[src/rtl/mem_tile_params.svh]
//----------------------------------------------------------
// Build-time sizes for the shared data-cache request port
// MT_REQ_WORDS must be a power of two, 1 or more
// MT_PTW_CMD_AMO_OR is sized to match MT_PTW_CMD_W
//----------------------------------------------------------

`ifndef MEM_TILE_PARAMS_SVH
`define MEM_TILE_PARAMS_SVH

// Physical address width seen by both requesters
`define MT_PADDR_W 40

// 64-bit words carried by one cache request
`define MT_REQ_WORDS 2

// Width of one data word
`define MT_WORD_W 64

// Walker memory command, RISC-V M_XA* style encoding
`define MT_PTW_CMD_W 5

// The only command the port treats specially, keep 5 bits wide
`define MT_PTW_CMD_AMO_OR 5'h0A

// Performance counter width, counters wrap
`define MT_PMU_CNT_W 32

`endif

[src/rtl/mem_tile_pkg.sv]
//----------------------------------------------------------
// Shared types and lane helpers for the request port
// Lane index comes from address bits just above the low three
//----------------------------------------------------------

`include "mem_tile_params.svh"

package mem_tile_pkg;

    // Lane index needs at least one bit even with a single word
    localparam int LANE_W = (`MT_REQ_WORDS > 1) ? $clog2(`MT_REQ_WORDS) : 1;
    localparam int BE_W   = `MT_WORD_W / 8;

    typedef logic [LANE_W-1:0]      lane_t;
    typedef logic [`MT_WORD_W-1:0]  word_t;
    typedef logic [BE_W-1:0]        be_t;
    typedef logic [`MT_PADDR_W-1:0] paddr_t;

    typedef enum logic [1:0] {
        MEM_LOAD   = 2'd0,
        MEM_STORE  = 2'd1,
        MEM_AMO_OR = 2'd2
    } mem_op_e;

    typedef enum logic [1:0] {
        ARB_IDLE  = 2'd0,
        ARB_ISSUE = 2'd1,
        ARB_WAIT  = 2'd2
    } arb_state_e;

    typedef enum logic {
        OWN_PTW  = 1'b0,
        OWN_CORE = 1'b1
    } owner_e;

    //----------------------------------------------------------
    // Requester and memory side bundles
    //----------------------------------------------------------
    typedef struct packed {
        logic                     valid;
        paddr_t                   addr;
        logic [`MT_PTW_CMD_W-1:0] cmd;
        logic [2:0]               typ;
        word_t                    data;
    } ptw_req_t;

    typedef struct packed {
        logic       valid;
        paddr_t     addr;
        logic       is_store;
        logic [2:0] size;
        word_t      wdata;
        be_t        be;
    } core_req_t;

    typedef struct packed {
        paddr_t                       addr;
        mem_op_e                      op;
        logic [2:0]                   size;
        word_t [`MT_REQ_WORDS-1:0]    wdata;
        be_t [`MT_REQ_WORDS-1:0]      be;
    } mem_req_t;

    typedef struct packed {
        word_t [`MT_REQ_WORDS-1:0] rdata;
    } mem_rsp_t;

    typedef struct packed {
        logic [`MT_PMU_CNT_W-1:0] ptw_reqs;
        logic [`MT_PMU_CNT_W-1:0] core_loads;
        logic [`MT_PMU_CNT_W-1:0] core_stores;
    } pmu_cnt_t;

    //----------------------------------------------------------
    // Lane helpers
    //----------------------------------------------------------
    function automatic lane_t lane_of(input paddr_t addr);
        lane_t lane;
        if (`MT_REQ_WORDS == 1) begin
            lane = '0;
        end else begin
            lane = addr[LANE_W+2:3];
        end
        return lane;
    endfunction

    // Other lanes carry zero data and no byte enables
    function automatic mem_req_t pack_lane(input mem_req_t req, input word_t word,
                                           input be_t mask, input lane_t lane);
        mem_req_t res;
        res = req;
        for (int i = 0; i < `MT_REQ_WORDS; i++) begin
            res.wdata[i] = (lane_t'(i) == lane) ? word : '0;
            res.be[i]    = (lane_t'(i) == lane) ? mask : '0;
        end
        return res;
    endfunction

    function automatic word_t unpack_lane(input word_t [`MT_REQ_WORDS-1:0] rdata,
                                          input lane_t lane);
        return rdata[lane];
    endfunction

endpackage

[src/rtl/core_port.sv]
//----------------------------------------------------------
// Core front end of the request port
// Byte enables go out with loads and stores alike
// Store responses carry lane data that the core ignores
//----------------------------------------------------------

`timescale 1ns/100ps

`include "mem_tile_params.svh"

module core_port (
    input  logic                    clk_i,
    input  logic                    rst_n_i,
    input  mem_tile_pkg::core_req_t core_req_i,
    input  logic                    accept_i,
    input  logic                    rsp_valid_i,
    input  mem_tile_pkg::mem_rsp_t  mem_rsp_i,
    output mem_tile_pkg::mem_req_t  mreq_o,
    output logic                    rsp_valid_o,
    output logic [`MT_WORD_W-1:0]   rsp_data_o
);
    import mem_tile_pkg::*;

    lane_t    req_lane;
    lane_t    lane_q;
    mem_req_t base_req;

    //----------------------------------------------------------
    // Request path
    //----------------------------------------------------------
    assign req_lane = lane_of(core_req_i.addr);

    always_comb begin
        base_req      = '0;
        base_req.addr = core_req_i.addr;
        base_req.op   = core_req_i.is_store ? MEM_STORE : MEM_LOAD;
        base_req.size = core_req_i.size;
    end

    // Data and mask land in the addressed lane only
    assign mreq_o = pack_lane(base_req, core_req_i.wdata, core_req_i.be, req_lane);

    //----------------------------------------------------------
    // Response path
    //----------------------------------------------------------
    // Lane kept so the core may move on after acceptance
    always_ff @(posedge clk_i or negedge rst_n_i) begin
        if (!rst_n_i) begin
            lane_q <= '0;
        end else if (accept_i) begin
            lane_q <= req_lane;
        end
    end

    assign rsp_valid_o = rsp_valid_i;
    assign rsp_data_o  = unpack_lane(mem_rsp_i.rdata, lane_q);

endmodule

[src/rtl/dport_arbiter.sv]
//----------------------------------------------------------
// One request in flight, walker has fixed priority
// Requesters must hold their request until accepted
// Exactly one response pulse is expected per accepted request
//----------------------------------------------------------

`timescale 1ns/100ps

module dport_arbiter (
    input  logic                   clk_i,
    input  logic                   rst_n_i,
    input  logic                   ptw_valid_i,
    input  logic                   core_valid_i,
    input  mem_tile_pkg::mem_req_t ptw_mreq_i,
    input  mem_tile_pkg::mem_req_t core_mreq_i,
    input  logic                   mem_req_ready_i,
    input  logic                   mem_rsp_valid_i,
    output logic                   mem_req_valid_o,
    output mem_tile_pkg::mem_req_t mem_req_o,
    output logic                   ptw_accept_o,
    output logic                   core_accept_o,
    output logic                   ptw_rsp_valid_o,
    output logic                   core_rsp_valid_o
);
    import mem_tile_pkg::*;

    arb_state_e state_q;
    arb_state_e state_d;
    owner_e     owner_q;
    owner_e     owner_d;
    logic       accept;
    logic       rsp_done;

    //----------------------------------------------------------
    // Next state and owner selection
    //----------------------------------------------------------
    always_comb begin
        state_d = state_q;
        owner_d = owner_q;
        case (state_q)
            ARB_IDLE: begin
                // Walker wins a tie
                if (ptw_valid_i) begin
                    owner_d = OWN_PTW;
                    state_d = ARB_ISSUE;
                end else if (core_valid_i) begin
                    owner_d = OWN_CORE;
                    state_d = ARB_ISSUE;
                end
            end
            ARB_ISSUE: begin
                if (accept) begin
                    state_d = ARB_WAIT;
                end
            end
            ARB_WAIT: begin
                if (mem_rsp_valid_i) begin
                    state_d = ARB_IDLE;
                end
            end
            default: begin
                state_d = ARB_IDLE;
            end
        endcase
    end

    always_ff @(posedge clk_i or negedge rst_n_i) begin
        if (!rst_n_i) begin
            state_q <= ARB_IDLE;
            owner_q <= OWN_PTW;
        end else begin
            state_q <= state_d;
            owner_q <= owner_d;
        end
    end

    // Request mux follows the latched owner, not the live valids
    assign mem_req_valid_o = (state_q == ARB_ISSUE);
    assign mem_req_o       = (owner_q == OWN_CORE) ? core_mreq_i : ptw_mreq_i;

    assign accept        = mem_req_valid_o && mem_req_ready_i;
    assign ptw_accept_o  = accept && (owner_q == OWN_PTW);
    assign core_accept_o = accept && (owner_q == OWN_CORE);

    assign rsp_done         = (state_q == ARB_WAIT) && mem_rsp_valid_i;
    assign ptw_rsp_valid_o  = rsp_done && (owner_q == OWN_PTW);
    assign core_rsp_valid_o = rsp_done && (owner_q == OWN_CORE);

    //----------------------------------------------------------
    // Protocol checks
    //----------------------------------------------------------
    // Memory must not answer before a request was accepted
    a_rsp_only_in_wait: assert property (@(posedge clk_i) disable iff (!rst_n_i)
        mem_rsp_valid_i |-> (state_q == ARB_WAIT));

    // Held request stays put, relies on the owner holding its inputs
    a_req_stable_on_stall: assert property (@(posedge clk_i) disable iff (!rst_n_i)
        (mem_req_valid_o && !mem_req_ready_i) |=> (mem_req_valid_o && $stable(mem_req_o)));

endmodule

[src/rtl/mem_tile.sv]
//----------------------------------------------------------
// Shared data-cache request port for walker and core
// Memory behind the port answers each request exactly once
// Requesters hold valid and payload until their ready
//----------------------------------------------------------

`timescale 1ns/100ps

`include "mem_tile_params.svh"

module mem_tile (
    input  logic                    clk_i,
    input  logic                    rst_n_i,
    // Walker side
    input  mem_tile_pkg::ptw_req_t  ptw_req_i,
    output logic                    ptw_ready_o,
    output logic                    ptw_rsp_valid_o,
    output logic [`MT_WORD_W-1:0]   ptw_rsp_data_o,
    // Core side
    input  mem_tile_pkg::core_req_t core_req_i,
    output logic                    core_ready_o,
    output logic                    core_rsp_valid_o,
    output logic [`MT_WORD_W-1:0]   core_rsp_data_o,
    // Memory side
    output logic                    mem_req_valid_o,
    output mem_tile_pkg::mem_req_t  mem_req_o,
    input  logic                    mem_req_ready_i,
    input  logic                    mem_rsp_valid_i,
    input  mem_tile_pkg::mem_rsp_t  mem_rsp_i,
    // Events
    output mem_tile_pkg::pmu_cnt_t  pmu_o
);
    import mem_tile_pkg::*;

    mem_req_t ptw_mreq;
    mem_req_t core_mreq;
    logic     ptw_rsp_strobe;
    logic     core_rsp_strobe;

    ptw_port u_ptw_port (
        .clk_i       (clk_i),
        .rst_n_i     (rst_n_i),
        .ptw_req_i   (ptw_req_i),
        .accept_i    (ptw_ready_o),
        .rsp_valid_i (ptw_rsp_strobe),
        .mem_rsp_i   (mem_rsp_i),
        .mreq_o      (ptw_mreq),
        .rsp_valid_o (ptw_rsp_valid_o),
        .rsp_data_o  (ptw_rsp_data_o)
    );

    core_port u_core_port (
        .clk_i       (clk_i),
        .rst_n_i     (rst_n_i),
        .core_req_i  (core_req_i),
        .accept_i    (core_ready_o),
        .rsp_valid_i (core_rsp_strobe),
        .mem_rsp_i   (mem_rsp_i),
        .mreq_o      (core_mreq),
        .rsp_valid_o (core_rsp_valid_o),
        .rsp_data_o  (core_rsp_data_o)
    );

    dport_arbiter u_arbiter (
        .clk_i            (clk_i),
        .rst_n_i          (rst_n_i),
        .ptw_valid_i      (ptw_req_i.valid),
        .core_valid_i     (core_req_i.valid),
        .ptw_mreq_i       (ptw_mreq),
        .core_mreq_i      (core_mreq),
        .mem_req_ready_i  (mem_req_ready_i),
        .mem_rsp_valid_i  (mem_rsp_valid_i),
        .mem_req_valid_o  (mem_req_valid_o),
        .mem_req_o        (mem_req_o),
        .ptw_accept_o     (ptw_ready_o),
        .core_accept_o    (core_ready_o),
        .ptw_rsp_valid_o  (ptw_rsp_strobe),
        .core_rsp_valid_o (core_rsp_strobe)
    );

    pmu_counters u_pmu (
        .clk_i           (clk_i),
        .rst_n_i         (rst_n_i),
        .ptw_accept_i    (ptw_ready_o),
        .core_accept_i   (core_ready_o),
        .core_is_store_i (core_req_i.is_store),
        .pmu_o           (pmu_o)
    );

endmodule

[src/rtl/pmu_counters.sv]
//----------------------------------------------------------
// Event counters for the shared request port
// Counts accepted requests only, counters wrap silently
//----------------------------------------------------------

`timescale 1ns/100ps

module pmu_counters (
    input  logic                   clk_i,
    input  logic                   rst_n_i,
    input  logic                   ptw_accept_i,
    input  logic                   core_accept_i,
    input  logic                   core_is_store_i,
    output mem_tile_pkg::pmu_cnt_t pmu_o
);
    import mem_tile_pkg::*;

    pmu_cnt_t cnt_q;
    logic     core_load_evt;
    logic     core_store_evt;

    assign core_load_evt  = core_accept_i && !core_is_store_i;
    assign core_store_evt = core_accept_i && core_is_store_i;

    //----------------------------------------------------------
    // Counters
    //----------------------------------------------------------
    always_ff @(posedge clk_i or negedge rst_n_i) begin
        if (!rst_n_i) begin
            cnt_q <= '0;
        end else begin
            if (ptw_accept_i) begin
                cnt_q.ptw_reqs <= cnt_q.ptw_reqs + 1'b1;
            end
            if (core_load_evt) begin
                cnt_q.core_loads <= cnt_q.core_loads + 1'b1;
            end
            if (core_store_evt) begin
                cnt_q.core_stores <= cnt_q.core_stores + 1'b1;
            end
        end
    end

    assign pmu_o = cnt_q;

endmodule

[src/rtl/ptw_port.sv]
//----------------------------------------------------------
// Walker front end of the request port
// Only AMO-OR is decoded, every other command is a load
// Response word comes from the lane captured at acceptance
//----------------------------------------------------------

`timescale 1ns/100ps

`include "mem_tile_params.svh"

module ptw_port (
    input  logic                   clk_i,
    input  logic                   rst_n_i,
    input  mem_tile_pkg::ptw_req_t ptw_req_i,
    input  logic                   accept_i,
    input  logic                   rsp_valid_i,
    input  mem_tile_pkg::mem_rsp_t mem_rsp_i,
    output mem_tile_pkg::mem_req_t mreq_o,
    output logic                   rsp_valid_o,
    output logic [`MT_WORD_W-1:0]  rsp_data_o
);
    import mem_tile_pkg::*;

    logic     is_amo;
    be_t      amo_mask;
    lane_t    req_lane;
    lane_t    lane_q;
    mem_req_t base_req;

    //----------------------------------------------------------
    // Request path, purely combinational
    //----------------------------------------------------------
    assign is_amo   = (ptw_req_i.cmd == `MT_PTW_CMD_AMO_OR);
    assign amo_mask = {BE_W{is_amo}};
    assign req_lane = lane_of(ptw_req_i.addr);

    always_comb begin
        base_req      = '0;
        base_req.addr = ptw_req_i.addr;
        base_req.op   = is_amo ? MEM_AMO_OR : MEM_LOAD;
        // typ already uses the cache size encoding
        base_req.size = ptw_req_i.typ;
    end

    assign mreq_o = pack_lane(base_req, ptw_req_i.data, amo_mask, req_lane);

    //----------------------------------------------------------
    // Response path
    //----------------------------------------------------------
    always_ff @(posedge clk_i or negedge rst_n_i) begin
        if (!rst_n_i) begin
            lane_q <= '0;
        end else if (accept_i) begin
            lane_q <= req_lane;
        end
    end

    assign rsp_valid_o = rsp_valid_i;
    assign rsp_data_o  = unpack_lane(mem_rsp_i.rdata, lane_q);

endmodule

[config.mk]
export PLATFORM = sky130hd
export DESIGN_NAME = mem_tile
export DESIGN_NICKNAME = d
export VERILOG_FILES = /design/src/rtl/mem_tile_pkg.sv /design/src/rtl/core_port.sv /design/src/rtl/dport_arbiter.sv /design/src/rtl/mem_tile.sv /design/src/rtl/pmu_counters.sv /design/src/rtl/ptw_port.sv
export VERILOG_INCLUDE_DIRS = /design/src /design/src/rtl
export SDC_FILE = /design/constraint.sdc
export NUM_CORES = 1
export LEC_CHECK = 0
export BUFFER_PORTS_ARGS = -buffer_cell sky130_fd_sc_hd__buf_2
export CAP_MARGIN = 15
export CORE_AREA = 2 2 305 307
export DETAILED_ROUTE_END_ITERATION = 16
export DIE_AREA = 0 0 307 309
export SLEW_MARGIN = 10
export SYNTH_ARGS = -nofsm -noshare
export SYNTH_HDL_FRONTEND = slang
export SYNTH_SLANG_ARGS = --single-unit
[constraint.sdc]
create_clock -name clk_i -period 4.3 [get_ports clk_i]
set_input_delay 0.43 -clock clk_i [delete_from_list [all_inputs] [get_ports clk_i]]
set_output_delay 0.43 -clock clk_i [all_outputs]
set_load 0.005 [all_outputs]
==> results_tabular.tex, run 1 <==
\begin{tabular}{lr}
\hline
Metric & Value \\
\hline
\multicolumn{2}{l}{\textbf{Run status}} \\
Outcome & finished, final reports clean \\
\multicolumn{2}{l}{\textbf{Die}} \\
Die width & 307 µm \\
Floorplan die area & 94900 µm² \\
Area of the core & 91400 µm² \\
Standard-cell rows & 111 \\
Vertical extent of the die & 309 µm \\
Starting density of the core & 0.0891 \\
Num ports & 780 \\
\multicolumn{2}{l}{\textbf{STA}} \\
Final period utilization & 0.696 \\
Max Fclk & 334 MHz \\
Final setup vio count & 0 \\
Number of failing hold endpoints at the final stage & 0 \\
RSZ-0062 raised after global routing & no \\
Post-route minimum period & 2990 ps \\
Worst Skew & 20.7 ps \\
Normalized max-slew margin & 0.303 \\
Tightest Pin Transition & 1040 ps \\
Total Negative Setup Slacks & 0 ps \\
Final-report max-slew violation count & 0 \\
\multicolumn{2}{l}{\textbf{Synth}} \\
Synthesized cell area & 8140 µm² \\
Synthesized area per cell & 10.0 µm² \\
Most used DFF post-synth & dfrtp\_1 \\
Sequential element share of the synthesized area & 0.310 \\
Net Count, Synth & 1176 \\
Post-Synth Simple-Gate Area & 0.150 \\
Main combinational cell family by area after synthesis & multiplexers \\
Mux cell area share after synthesis & 0.241 \\
Proportion of register bits with asynchronous set or reset after synthesis & 1.00 \\
Dominant cells by area after synthesis & dfrtp\_1, mux2\_2, a22o\_1 \\
Arithmetic-cell share of the synthesized area counting full adders, half adders and majority gates & 0.00461 \\
Number of synthesized register bits & 101 \\
Number of synthesized flops with an enable pin & 0 \\
Complex-gate fraction of the synthesized area & 0.155 \\
Area fraction of the dominant cell type after synthesis & 0.310 \\
Cell taking the most area after synthesis & dfrtp\_1 \\
Number of warnings reported in the yosys synthesis log & 0 \\
Share of the synthesized netlist area taken by xor and xnor gates & 0.100 \\
Number of distinct standard cells referenced by the synthesized netlist & 39 \\
Cell count after synthesis & 811 \\
\multicolumn{2}{l}{\textbf{Clocking}} \\
CTS tree & yes \\
Number of buffers inserted for hold repair after clock tree synthesis & 0 \\
H-tree lvl count & 3 \\
CTS Root Buffer Type & clkbuf\_16 \\
Post-cts resize count & 0 \\
Post-CTS Setup Repair Bufs & 0 \\
Register clock-pin slew on the reported worst setup and hold paths & 90 ps \\
TritonCTS Buffers & 9 \\
Buffer depth of the longest clock path & 2 \\
Total number of clock tree sinks & 101 \\
Worst-skew pair later-pin latency & 380 ps \\
\multicolumn{2}{l}{\textbf{Setup path}} \\
Cell with the biggest individual delay on the critical path & nor2b\_4 \\
CP startpoint & u\_arbiter.owner\_q \\
Critical Path End Type & output port \\
Worst reg2reg path startpoint & u\_arbiter.owner\_q \\
Worst path cell trace & nor2b\_4 -> buf\_12 -> a22o\_1 -> buf\_2 \\
Slowest stage delay, CP & 780 ps \\
Critical path peak fanout & 51 \\
Required time of the worst setup path & 3870 ps \\
Critical Setup Path Class & flop to output port \\
Critical Path AT & 2560 ps \\
Kind of start point of the critical path & flop \\
\multicolumn{2}{l}{\textbf{Place}} \\
Number of buffer cells added on primary ports & 779 \\
Routability-driven placement congestion ratio & 0.895 \\
HPWL Detailed & 59200 µm \\
Post-place instance area & 13400 µm² \\
\multicolumn{2}{l}{\textbf{Route}} \\
Initial DRT Pass Iterations & 6 \\
Routed vias/inst & 3.78 \\
Total wire length & 67200 µm \\
DRC violations left & 0 \\
Detailed router's first-iteration violation count & 737 \\
Routed wire per std cell & 24.4 µm \\
DRT antenna net count & 0 \\
Number of vias in the routed layout & 10.4k \\
\multicolumn{2}{l}{\textbf{Cells and area}} \\
Post-layout net count & 1912 \\
Share of final-layout standard cells stronger than drive strength 1 & 0.640 \\
Most common library cell in the layout ignoring fill and taps & buf\_2 \\
Layout-stage area growth over the synthesis result & 68.6\% \\
Fillcell total & 10.4k \\
Multi-input combinational cell area & 5350 µm² \\
Highest-count cells in the layout ignoring fill and taps & buf\_2, mux2\_2, a22o\_1 \\
Sequential standard cell area & 2540 µm² \\
Final cell utilization of the core & 0.150 \\
Final design area excluding fillers & 13700 µm² \\
\multicolumn{2}{l}{\textbf{Global route}} \\
Overflow left after global routing & 0 \\
Antenna violations before repair & 51 \\
Global router's overall resource usage & 0.131 \\
Via count of the first global-routing pass & 9393 \\
Largest net degree at the start of global routing & 73 \\
First-pass GRT wire length & 84100 µm \\
\multicolumn{2}{l}{\textbf{Power}} \\
Reported leakage power & 7.04 nW \\
Ratio of total power to cell area & 411 nW/µm² \\
Worst-case vdd ir drop & 0.229 mV \\
Power after layout & 5.64 mW \\
\multicolumn{2}{l}{\textbf{Flow run}} \\
Count of max-cap constraint violations & 0 \\
\multicolumn{2}{l}{\textbf{Worst hold path}} \\
Kind of path behind the tightest hold check & input pin to asynchronous set/reset pin \\
\hline
\end{tabular}
[Yosys cell counts (2+ instances only)]
master,count
nor4_2,2
nand4b_1,2
and2_1,11
nand3_1,25
clkbuf_1,48
nand2_1,37
buf_2,2
xor2_1,47
or3_1,2
or4_4,2
mux2_2,174
nor4_1,20
nor3b_1,3
or4_1,2
nor2b_1,4
buf_1,9
a21oi_1,2
xnor2_1,46
a21o_1,16
dfrtp_1,101
nor2_1,21
buf_6,3
nand3b_1,2
and3_1,5
ha_1,3
inv_1,15
and4_1,9
nand4_1,36
a22o_1,128
nor3_1,25
[through the flow]
stage          setup WS, ps  cells  hold WS (ps)
6_report               1310   2752           206
5_1_grt                1200   2745           228
4_1_cts                1270   2738           204
3_5_place_dp           1730   2722           460
3_3_place_gp           1710   2722           458
2_1_floorplan          2360    811           134
[per-layer routing]
metal | vias up | global-route usage | share of wire
met5 | - | 0 | 0.0029
met4 | 28 | 0.0345 | 0.028
met3 | 118 | 0.0425 | 0.094
met2 | 686 | 0.212 | 0.46
met1 | 5011 | 0.166 | 0.42
li1 | 4564 | - | -
[registers in the layout, summed over array words and instances (netlist names)]
register and cells:
u_core_port.lane_q 1, u_arbiter.owner_q 1, u_ptw_port.lane_q 1, u_pmu.pmu_o 96, u_arbiter.state_q 2
[critical path: cells and delay by family, from the launching register on]
kind            cells  cell delay [ps]
buf+inv             2              490
flops               1              550
compound gates      1              280
simple gates        1              780
[report_power, final]
| group | leakage (nW) | switching (mW) | internal [mW] |
|---|---|---|---|
| logic | 5.56 | 1.73 | 1.65 |
| clock network | 0.140 | 0.407 | 0.455 |
| registers | 1.34 | 0.373 | 1.02 |
[worst paths after layout]
path / end / slack (ps) / depth (start not counted)
setup reg to reg: u_pmu.pmu_o[22] / 1820 / 5
min in group clk_i: u_arbiter.owner_q / 230 / 2
setup / recovery: mem_req_o[16] / 1310 / 4
hold reg to reg: u_pmu.pmu_o[31] / 470 / 1
hold / removal: u_pmu.pmu_o[77] / 210 / 1
max in group asynchronous: u_pmu.pmu_o[24] / 3080 / 2
[cell type report]
| cell class | instances | share of cell area |
|---|---|---|
| Multi-Input combinational cell | 632 | 0.389 |
| Timing Repair Buffer | 788 | 0.290 |
| Sequential cell | 101 | 0.185 |
| Tap cell | 1186 | 0.108 |
| Clock buffer | 11 | 0.0169 |
| Clock inverter | 5 | 0.00437 |
| Inverter | 15 | 0.00410 |
| Antenna cell | 14 | 0.00255 |
[cell families after synthesis]
logic type	after synthesis
buf+inv	78
simple gates	214
compound gates	148
flops	101
mux	174
fa+ha+maj	3
xor+xnor	93
Note: power is estimated with default switching activity, not from simulation.
==> run 2: changes to the inputs <==
==> constraint.sdc (replaced) <==
create_clock -name clk_i -period 2.8 [get_ports clk_i]
set_input_delay 0.28 -clock clk_i [delete_from_list [all_inputs] [get_ports clk_i]]
set_output_delay 0.28 -clock clk_i [all_outputs]
set_load 0.005 [all_outputs]
==> results_tabular.tex, run 2 (synthesis results as in run 1) <==
\begin{tabular}{lr}
\hline
Metric & Value \\
\hline
\multicolumn{2}{l}{\textbf{Run status}} \\
Outcome & finished, final reports clean (unchanged) \\
\multicolumn{2}{l}{\textbf{STA}} \\
Max Fclk & 389 MHz \\
RSZ-0062 raised after global routing & no (unchanged) \\
Tightest Pin Transition & 662 ps (was 1040 ps) \\
Worst Skew & 13.6 ps (was 20.7 ps) \\
Final-report max-slew violation count & 0 (unchanged) \\
Normalized max-slew margin & 0.558 (was 0.303) \\
Worst hold slack after final layout & 107 ps (was 206 ps) \\
Post-route minimum period & 2570 ps \\
Final setup vio count & 0 (unchanged) \\
Number of failing hold endpoints at the final stage & 0 (unchanged) \\
Final period utilization & 0.917 \\
Total Negative Setup Slacks & 0 ps (unchanged) \\
\multicolumn{2}{l}{\textbf{Cells and area}} \\
Post-route non-filler standard cell count & 2766 (was 2752) \\
Final cell utilization of the core & 0.152 (was 0.150) \\
Layout-stage area growth over the synthesis result & 70.5\% (was 68.6\%) \\
Most common library cell in the layout ignoring fill and taps & buf\_2 (unchanged) \\
Post-layout net count & 1922 (was 1912) \\
Highest-count cells in the layout ignoring fill and taps & buf\_2, mux2\_2, a22o\_1 (unchanged) \\
Share of final-layout standard cells stronger than drive strength 1 & 0.642 (was 0.640) \\
Flip-flop count of the largest register after layout & 96 (unchanged) \\
\multicolumn{2}{l}{\textbf{Die}} \\
Vertical extent of the die & 309 µm (unchanged) \\
Floorplan die area & 94900 µm² (unchanged) \\
Area of the core & 91400 µm² (unchanged) \\
Num ports & 780 (unchanged) \\
Starting density of the core & 0.0891 (unchanged) \\
Die width & 307 µm (unchanged) \\
Standard-cell rows & 111 (unchanged) \\
\multicolumn{2}{l}{\textbf{Route}} \\
DRC violations left & 0 (unchanged) \\
DRT antenna net count & 0 (unchanged) \\
Detailed router's first-iteration violation count & 744 (was 737) \\
Number of vias in the routed layout & 10.4k (about the same) \\
Total wire length & 66100 µm (was 67200 µm) \\
Initial DRT Pass Iterations & 5 (was 6) \\
Routed vias/inst & 3.75 (was 3.78) \\
Routed wire per std cell & 23.9 µm (was 24.4 µm) \\
\multicolumn{2}{l}{\textbf{Clocking}} \\
Number of buffers inserted for hold repair after clock tree synthesis & 1 (was 0) \\
Buffer depth of the longest clock path & 2 (unchanged) \\
TritonCTS Buffers & 9 (unchanged) \\
Post-CTS Setup Repair Bufs & 0 (unchanged) \\
Total number of clock tree sinks & 101 (unchanged) \\
Register clock-pin slew on the reported worst setup and hold paths & 90 ps (about the same) \\
CTS tree & yes (unchanged) \\
Worst-skew pair later-pin latency & 380 ps (about the same) \\
CTS Root Buffer Type & clkbuf\_16 (unchanged) \\
Post-cts resize count & 0 (unchanged) \\
H-tree lvl count & 3 (unchanged) \\
\multicolumn{2}{l}{\textbf{Place}} \\
Routability-driven placement congestion ratio & 0.903 (was 0.895) \\
Count of placed standard cells including taps & 2731 (was 2722) \\
Number of buffer cells added on primary ports & 779 (unchanged) \\
HPWL Detailed & 58900 µm (was 59200 µm) \\
\multicolumn{2}{l}{\textbf{Power}} \\
Worst-case vdd ir drop & 0.426 mV (was 0.229 mV) \\
Reported leakage power & 7.11 nW (was 7.04 nW) \\
Ratio of total power to cell area & 626 nW/µm² (was 411 nW/µm²) \\
\multicolumn{2}{l}{\textbf{Global route}} \\
Overflow left after global routing & 0 (unchanged) \\
Largest net degree at the start of global routing & 74 (was 73) \\
Antenna violations before repair & 53 (was 51) \\
Global router's overall resource usage & 0.129 (was 0.131) \\
Via count of the first global-routing pass & 9373 (was 9393) \\
First-pass GRT wire length & 83100 µm (was 84100 µm) \\
\multicolumn{2}{l}{\textbf{Setup path}} \\
Required time of the worst setup path & 2520 ps (was 3870 ps) \\
Kind of start point of the critical path & flop (unchanged) \\
Critical path peak fanout & 65 (was 51) \\
Slowest stage delay, CP & 580 ps (was 780 ps) \\
Critical Path AT & 2290 ps (was 2560 ps) \\
Worst path cell trace & buf\_4 -> nor2\_4 -> buf\_12 -> a22o\_1 -> buf\_2 (was nor2b\_4 -> buf\_12 -> a22o\_1 -> buf\_2) \\
Cell with the biggest individual delay on the critical path & dfrtp\_4 (was nor2b\_4) \\
Critical Path End Type & output port (unchanged) \\
Critical Setup Path Class & flop to output port (unchanged) \\
\multicolumn{2}{l}{\textbf{Worst hold path}} \\
Kind of path behind the tightest hold check & input pin to flop (was input pin to asynchronous set/reset pin) \\
\multicolumn{2}{l}{\textbf{Flow run}} \\
Count of max-cap constraint violations & 0 (unchanged) \\
\hline
\end{tabular}
## run 2: worst paths after layout
path	start	endpoint	slack (ps)	cells after the start
setup / recovery	u_arbiter.owner_q	mem_req_o[16]	230	5
hold / removal	ptw_req_i[112]	u_arbiter.owner_q	110	2
setup reg to reg	u_arbiter.owner_q	u_pmu.pmu_o[52]	620	4
hold reg to reg	u_pmu.pmu_o[63]	u_pmu.pmu_o[63]	470	1
max in group asynchronous	rst_n_i	u_pmu.pmu_o[24]	1610	3
min in group asynchronous	rst_n_i	u_pmu.pmu_o[62]	480	2
## run 2: stage by stage
stage | area [µm²] | setup WS, ps | power (mW)
4_1_cts | 13800 | 314 | 8.81
6_report | 13900 | 232 | 8.69
5_1_grt | 13900 | 167 | 9.17
3_5_place_dp | 13500 | 609 | 7.48
3_3_place_gp | 13500 | 627 | 7.48
2_1_floorplan | 8140 | 993 | 4.42
## run 2: cell type report
type	count	area, µm²
Inverter	15	56.3
Clock inverter	7	66.3
Clock buffer	9	225
Antenna cell	18	45.0
Tap cell	1186	1480
Timing Repair Buffer	798	4130
Sequential cell	101	2540
Fill cell	10400	77500
Multi-Input combinational cell	632	5330
## run 2: report_power, final
group	switching, mW	internal [mW]	total, mW
Sequential	0.381	1.58	1.96
Combinational	2.83	2.61	5.44
Clock	0.665	0.626	1.29
## run 2: critical path, delay by kind of cell (launching register included)
family / cells / cell delay [ps]
flip-flops: 1 / 580
AND/OR/NAND/NOR: 1 / 160
AO/OA/AOI/OAI: 1 / 330
buffers and inverters: 3 / 690
## run 2: metal layers
layer / vias to the layer above / wire, µm / track usage
met4: 14 / 1850 / 0.0346
li1: 4597 / - / -
met5: - / 90 / 0.0101
met2: 719 / 30000 / 0.206
met1: 4931 / 27700 / 0.165
met3: 111 / 6500 / 0.0415
